### src/design/fetch_pkg.sv
`default_nettype none

package fetch_pkg;

	// core and bus widths
	localparam int xlen = 64;
	localparam int addr_w = 32;
	localparam int data_w = 64;
	localparam int inst_w = 32;

	// reset vector, also where a fetch error traps to
	localparam logic [xlen-1:0] reset_pc = 64'h0000_0000_8000_0000;

	// instruction memory geometry
	// window starts at the reset vector
	localparam int mem_words = 256;
	localparam int mem_idx_w = $clog2(mem_words);
	// byte offset width across the whole window
	localparam int mem_off_w = mem_idx_w + 3;
	localparam logic [addr_w-1:0] mem_base = reset_pc[addr_w-1:0];

	// cycles from address accept to read data valid
	// counter in inst_mem assumes at least 2
	localparam int mem_latency = 2;
	localparam int lat_cnt_w = $clog2(mem_latency + 1);

	// read response codes
	localparam logic [1:0] resp_okay = 2'b00;
	localparam logic [1:0] resp_slverr = 2'b10;

	// control flow opcodes
	localparam logic [6:0] op_jal = 7'b1101111;
	localparam logic [6:0] op_jalr = 7'b1100111;

	// one instruction word, two field layouts
	typedef union packed {
		// j-type
		// immediate bits land scattered across the word
		struct packed {
			logic       imm_20;
			logic [9:0] imm_10_1;
			logic       imm_11;
			logic [7:0] imm_19_12;
			logic [4:0] rd;
			logic [6:0] opcode;
		} j_fmt;
		// i-type
		struct packed {
			logic [11:0] imm_11_0;
			logic [4:0]  rs1;
			logic [2:0]  funct3;
			logic [4:0]  rd;
			logic [6:0]  opcode;
		} i_fmt;
	} rv_inst_u;

endpackage

`default_nettype wire

### src/design/next_pc.sv
`default_nettype none

module next_pc (
	input  wire                           clk,
	input  wire                           arst_n,
	input  wire                           inst_valid,
	input  wire  [fetch_pkg::inst_w-1:0]  inst,
	input  wire  [fetch_pkg::xlen-1:0]    pc,
	input  wire                           fetch_err,
	input  wire                           hold,
	output logic                          pc_update,
	output logic [fetch_pkg::xlen-1:0]    dnpc,
	output logic                          retire_valid,
	output logic [fetch_pkg::xlen-1:0]    retire_pc,
	output logic [fetch_pkg::inst_w-1:0]  retire_inst,
	output logic                          retire_err
);
	import fetch_pkg::*;

	// instruction waiting to retire
	logic held;

	// latched fetch result
	rv_inst_u inst_q;
	logic [xlen-1:0] pc_q;
	logic err_q;

	// decode
	logic [xlen-1:0] j_imm;
	logic [xlen-1:0] i_imm;
	logic [xlen-1:0] seq_pc;
	logic is_jal;
	logic is_jalr0;

	always_ff @(posedge clk or negedge arst_n) begin
		if (!arst_n) begin
			held <= 1'b0;
		end else if (inst_valid) begin
			held <= 1'b1;
		end else if (pc_update) begin
			held <= 1'b0;
		end
	end

	always_ff @(posedge clk) begin
		if (inst_valid) begin
			inst_q <= inst;
			pc_q <= pc;
			err_q <= fetch_err;
		end
	end

	// j immediate, reassembled and sign extended
	assign j_imm = {{(xlen - 21){inst_q.j_fmt.imm_20}}, inst_q.j_fmt.imm_20,
		inst_q.j_fmt.imm_19_12, inst_q.j_fmt.imm_11, inst_q.j_fmt.imm_10_1, 1'b0};
	// i immediate, sign extended
	assign i_imm = {{(xlen - 12){inst_q.i_fmt.imm_11_0[11]}}, inst_q.i_fmt.imm_11_0};
	assign seq_pc = pc_q + xlen'(4);

	assign is_jal = (inst_q.j_fmt.opcode == op_jal);
	// no register file, so only x0 as base gives a known target
	assign is_jalr0 = (inst_q.i_fmt.opcode == op_jalr) && (inst_q.i_fmt.rs1 == 5'd0);

	// target select, error first
	always_comb begin
		if (err_q) begin
			dnpc = reset_pc;
		end else if (is_jal) begin
			dnpc = pc_q + j_imm;
		end else if (is_jalr0) begin
			dnpc = {i_imm[xlen-1:1], 1'b0};
		end else begin
			dnpc = seq_pc;
		end
	end

	// release once hold drops
	assign pc_update = held && !hold;

	// retire record goes out with the pc update
	assign retire_valid = pc_update;
	assign retire_pc = pc_q;
	assign retire_inst = inst_q;
	assign retire_err = err_q;

endmodule

`default_nettype wire

### config.mk
export PLATFORM = sky130hd
export DESIGN_NAME = next_pc
export DESIGN_NICKNAME = d
export VERILOG_FILES = /design/src/design/fetch_pkg.sv /design/src/design/next_pc.sv
export SDC_FILE = /design/constraint.sdc
export NUM_CORES = 1
export LEC_CHECK = 0
export BUFFER_PORTS_ARGS = -buffer_cell sky130_fd_sc_hd__buf_4
export CAP_MARGIN = 40
export CORE_UTILIZATION = 54
export DETAILED_ROUTE_END_ITERATION = 8
export PLACE_DENSITY = 0.91
export REMOVE_ABC_BUFFERS = 1
export SLEW_MARGIN = 20
export SYNTH_ARGS = -nofsm -noshare
export SYNTH_HDL_FRONTEND = slang
export SYNTH_SLANG_ARGS = --single-unit
### constraint.sdc
create_clock -name clk -period 4.9 [get_ports clk]
set_input_delay 0.49 -clock clk [delete_from_list [all_inputs] [get_ports clk]]
set_output_delay 0.49 -clock clk [all_outputs]
set_load 0.01 [all_outputs]
==> run_results.csv <==
group,metric,value,unit
status,status,"completed",
logic_synthesis,synth_cell_types,74,
critical_path,cp.arrival,3.97,ns
sta,clock-skew-final,0,ns
floorplan,top_level_ports,264,
cells_and_area,area_growth,27.00,%
logic_synthesis,ys_seq_elements,98,
clocking,clk_pin_slew,0.08,ns
logic_synthesis,ys_async_sr_fraction,0.01020,
logic_synthesis,syn_area,9080,um^2
critical_path,cp-end-kind,"primary output",
logic_synthesis,ys.flop_type,"edfxtp_1",
cells_and_area,layout_common_cells,"buf_4, nor2_1, a21oi_1",
critical_path,cp_slowest_cell,"a211oi_1",
floorplan,dieArea,17340,um^2
critical_path,r2r-start,"held",
drt,dr_total_vias,9680,
global_route,antenna_found_initial,0,
critical_path,crit_path_start_kind,"flop",
global_route,grt_pass1_vias,9174,
clocking,cts_root_buf,"clkbuf_16",
placed_design,hpwl,23940,um
floorplan,coreArea,16520,um^2
drt,drtAntennaViolNets,0,
clocking,cts-htree-levels,3,
hold_path,worstHoldStart,"inst[15]",
hold_path,hp-class,"in2reg",
sta,max_freq,224.1,MHz
drt,drt_iter0_drc,972,
floorplan,num_rows,47,
clocking,cts.sinks,98,
cells_and_area,fin_nets,1464,
drt,drt-total-wl,31020,um
drt,via_per_inst,6.352,
floorplan,die_y,131.7,um
sta,rsz0062_at_grt,"false",
drt,dr.pass1.iters,7,
cells_and_area,final_common_cell,"buf_4",
logic_synthesis,synth_edf_count,97,
pwr,ir_drop,0.2005,mV
logic_synthesis,yosys_warnings,0,
placed_design,place.gp.congestion,0.9703,
sta,setup_viol,0,
logic_synthesis,yosysSeqAreaShare,0.3235,
critical_path,cp_max_fo,6,
cells_and_area,num_antenna_cells,0,
pwr,p_leak,4.835,nW
placed_design,numPortBuffers,263,
run,maxCapViolCount,0,
clocking,clockBufferDepth,2,
sta,slew_viol_final,0,
logic_synthesis,netlist_instances,1064,
floorplan,fp.dieW,131.7,um
floorplan,initial_utilization,0.5495,
critical_path,cp_cell_sequence,"ha_1, a21o_1, a31oi_1, a211oi_1, o21ai_1, a211oi_2, o21ai_2, a211oi_1, nor3_1, o31ai_1, buf_4",
clocking,insertion_delay,0.36,ns
sta,period_share,0.9107,
sta,max_slew_margin,0.4093,
critical_path,critPathMostFrequentCell,"a211oi_1",
sta,worst_pin_slew,0.8828,ns
cells_and_area,post-route-util,0.6978,
cells_and_area,drive_above_1_share,0.2446,
clocking,tritoncts,"yes",
clocking,cts_made_buffers,9,
drt,drc,0,
global_route,grt_pass1_wl,48270,um
sta,period_minus_slack,4.463,ns
drt,routedWlPerCell,20.36,um
logic_synthesis,syn_area_per_cell,8.534,um^2
pwr,power_density,269.5,nW/um^2
critical_path,critPathRequiredTime,4.41,ns
global_route,overflow,0,
sta,tns,0,ns
critical_path,max_stage_delay,0.56,ns
global_route,grt_max_degree,53,
critical_path,critical_path_buf_inv_count,1,
sta,hold_viol,0,
critical_path,worstSetupPathType,"reg2out",
global_route,track_usage,0.3519,
critical_path,cp_top_family,"compound AO/OA/AOI/OAI gates",
critical_path,startpoint,"retire_pc[5]",
-- report_power, final --
| group | switching [mW] | total [mW] | internal (mW) |
|---|---|---|---|
| registers | 0.0889 | 1.09 | 0.999 |
| logic | 0.731 | 1.29 | 0.562 |
| clock network | 0.371 | 0.727 | 0.355 |
-- routing by layer --
metal | routed length, um | share of wire | track usage | vias up
met4 | 979 | 0.032 | 0.1453 | 0
met3 | 3052 | 0.098 | 0.08179 | 81
met1 | 12480 | 0.40 | 0.4544 | 4540
met5 | 0 | 0 | 0 | -
li1 | - | - | - | 4464
met2 | 14510 | 0.47 | 0.5655 | 595
-- flip-flops by register name (all words and copies together), names as in the netlist --
register	count
held	1
retire_err	1
retire_inst	32
retire_pc	64
-- through the flow --
| stage | cell area [um^2] | instances | hold WS [ns] | power, mW | worst slack, ns |
|---|---|---|---|---|---|
| after floorplan | 8811 | 1005 | 0.1944 | 1.877 | 0.7219 |
| after global placement | 11180 | 1504 | 0.2653 | 2.339 | 0.6282 |
| after detailed placement | 11200 | 1505 | 0.2655 | 2.354 | 0.4552 |
| after CTS | 11500 | 1522 | 0.2917 | 3.084 | 0.06484 |
| after global routing | 11530 | 1524 | 0.2837 | 3.253 | 0.2562 |
| final | 11530 | 1524 | 0.2924 | 3.108 | 0.4375 |
-- final timing paths --
path / cells past startpoint / endpoint / slack (ns)
max in group asynchronous: 2 / held / 4.35
worst min register to register: 1 / held / 0.47
worst max-delay path: 11 / dnpc[58] / 0.44
worst min-delay path: 1 / retire_inst[15] / 0.29
min in group asynchronous: 2 / held / 0.47
worst max register to register: 1 / held / 4.27
-- area by class of cell --
class | instances | area, um^2
well taps | 220 | 275.3
fillers | 1325 | 4994
flip-flops and latches | 98 | 2938
repair buffers | 283 | 2147
multi-input cells | 880 | 5781
clock inverters | 7 | 63.81
inverters | 27 | 101.3
clock buffers | 9 | 225.2
-- kinds of logic after synthesis --
kind of cell / Yosys count / synth area share
flops: 98 / 0.3235
xor+xnor: 108 / 0.1042
simple gates: 364 / 0.2005
buf+inv: 86 / 0.04079
mux: 1 / 0.001102
fa+ha+maj: 64 / 0.08902
compound gates: 343 / 0.2409
-- synthesized netlist by cell type (10+ instances only) --
cell        n  area, um^2
nand4_1    36       225.2
a21o_1     30       225.2
nand2_1    92       345.3
o21bai_1   14       105.1
nand3_1    35       175.2
o211ai_1   13       97.59
o21ai_0    74       370.4
a21oi_1    98       490.5
buf_2      16       80.08
and3_1     17       106.4
nor2_1    101       379.1
xnor2_1    63       551.8
edfxtp_1   97        2913
xor2_1     45       394.1
clkbuf_1   36       135.1
nor3_1     18       90.09
a211oi_1   33       247.7
ha_1       63       788.3
inv_1      27       101.4
o21a_1     10       75.07
a31oi_1    10       62.56
-- what timing repair did --
action | 4_1_cts | 5_1_grt
endpoints found under the setup margin | 0 | 2
resized for setup | 0 | 1
hold endpoints to repair | 1 | 0
setup buffers | 0 | 2
hold buffers | 1 | 0
No activity file was read; power rests on OpenSTA's default activity.
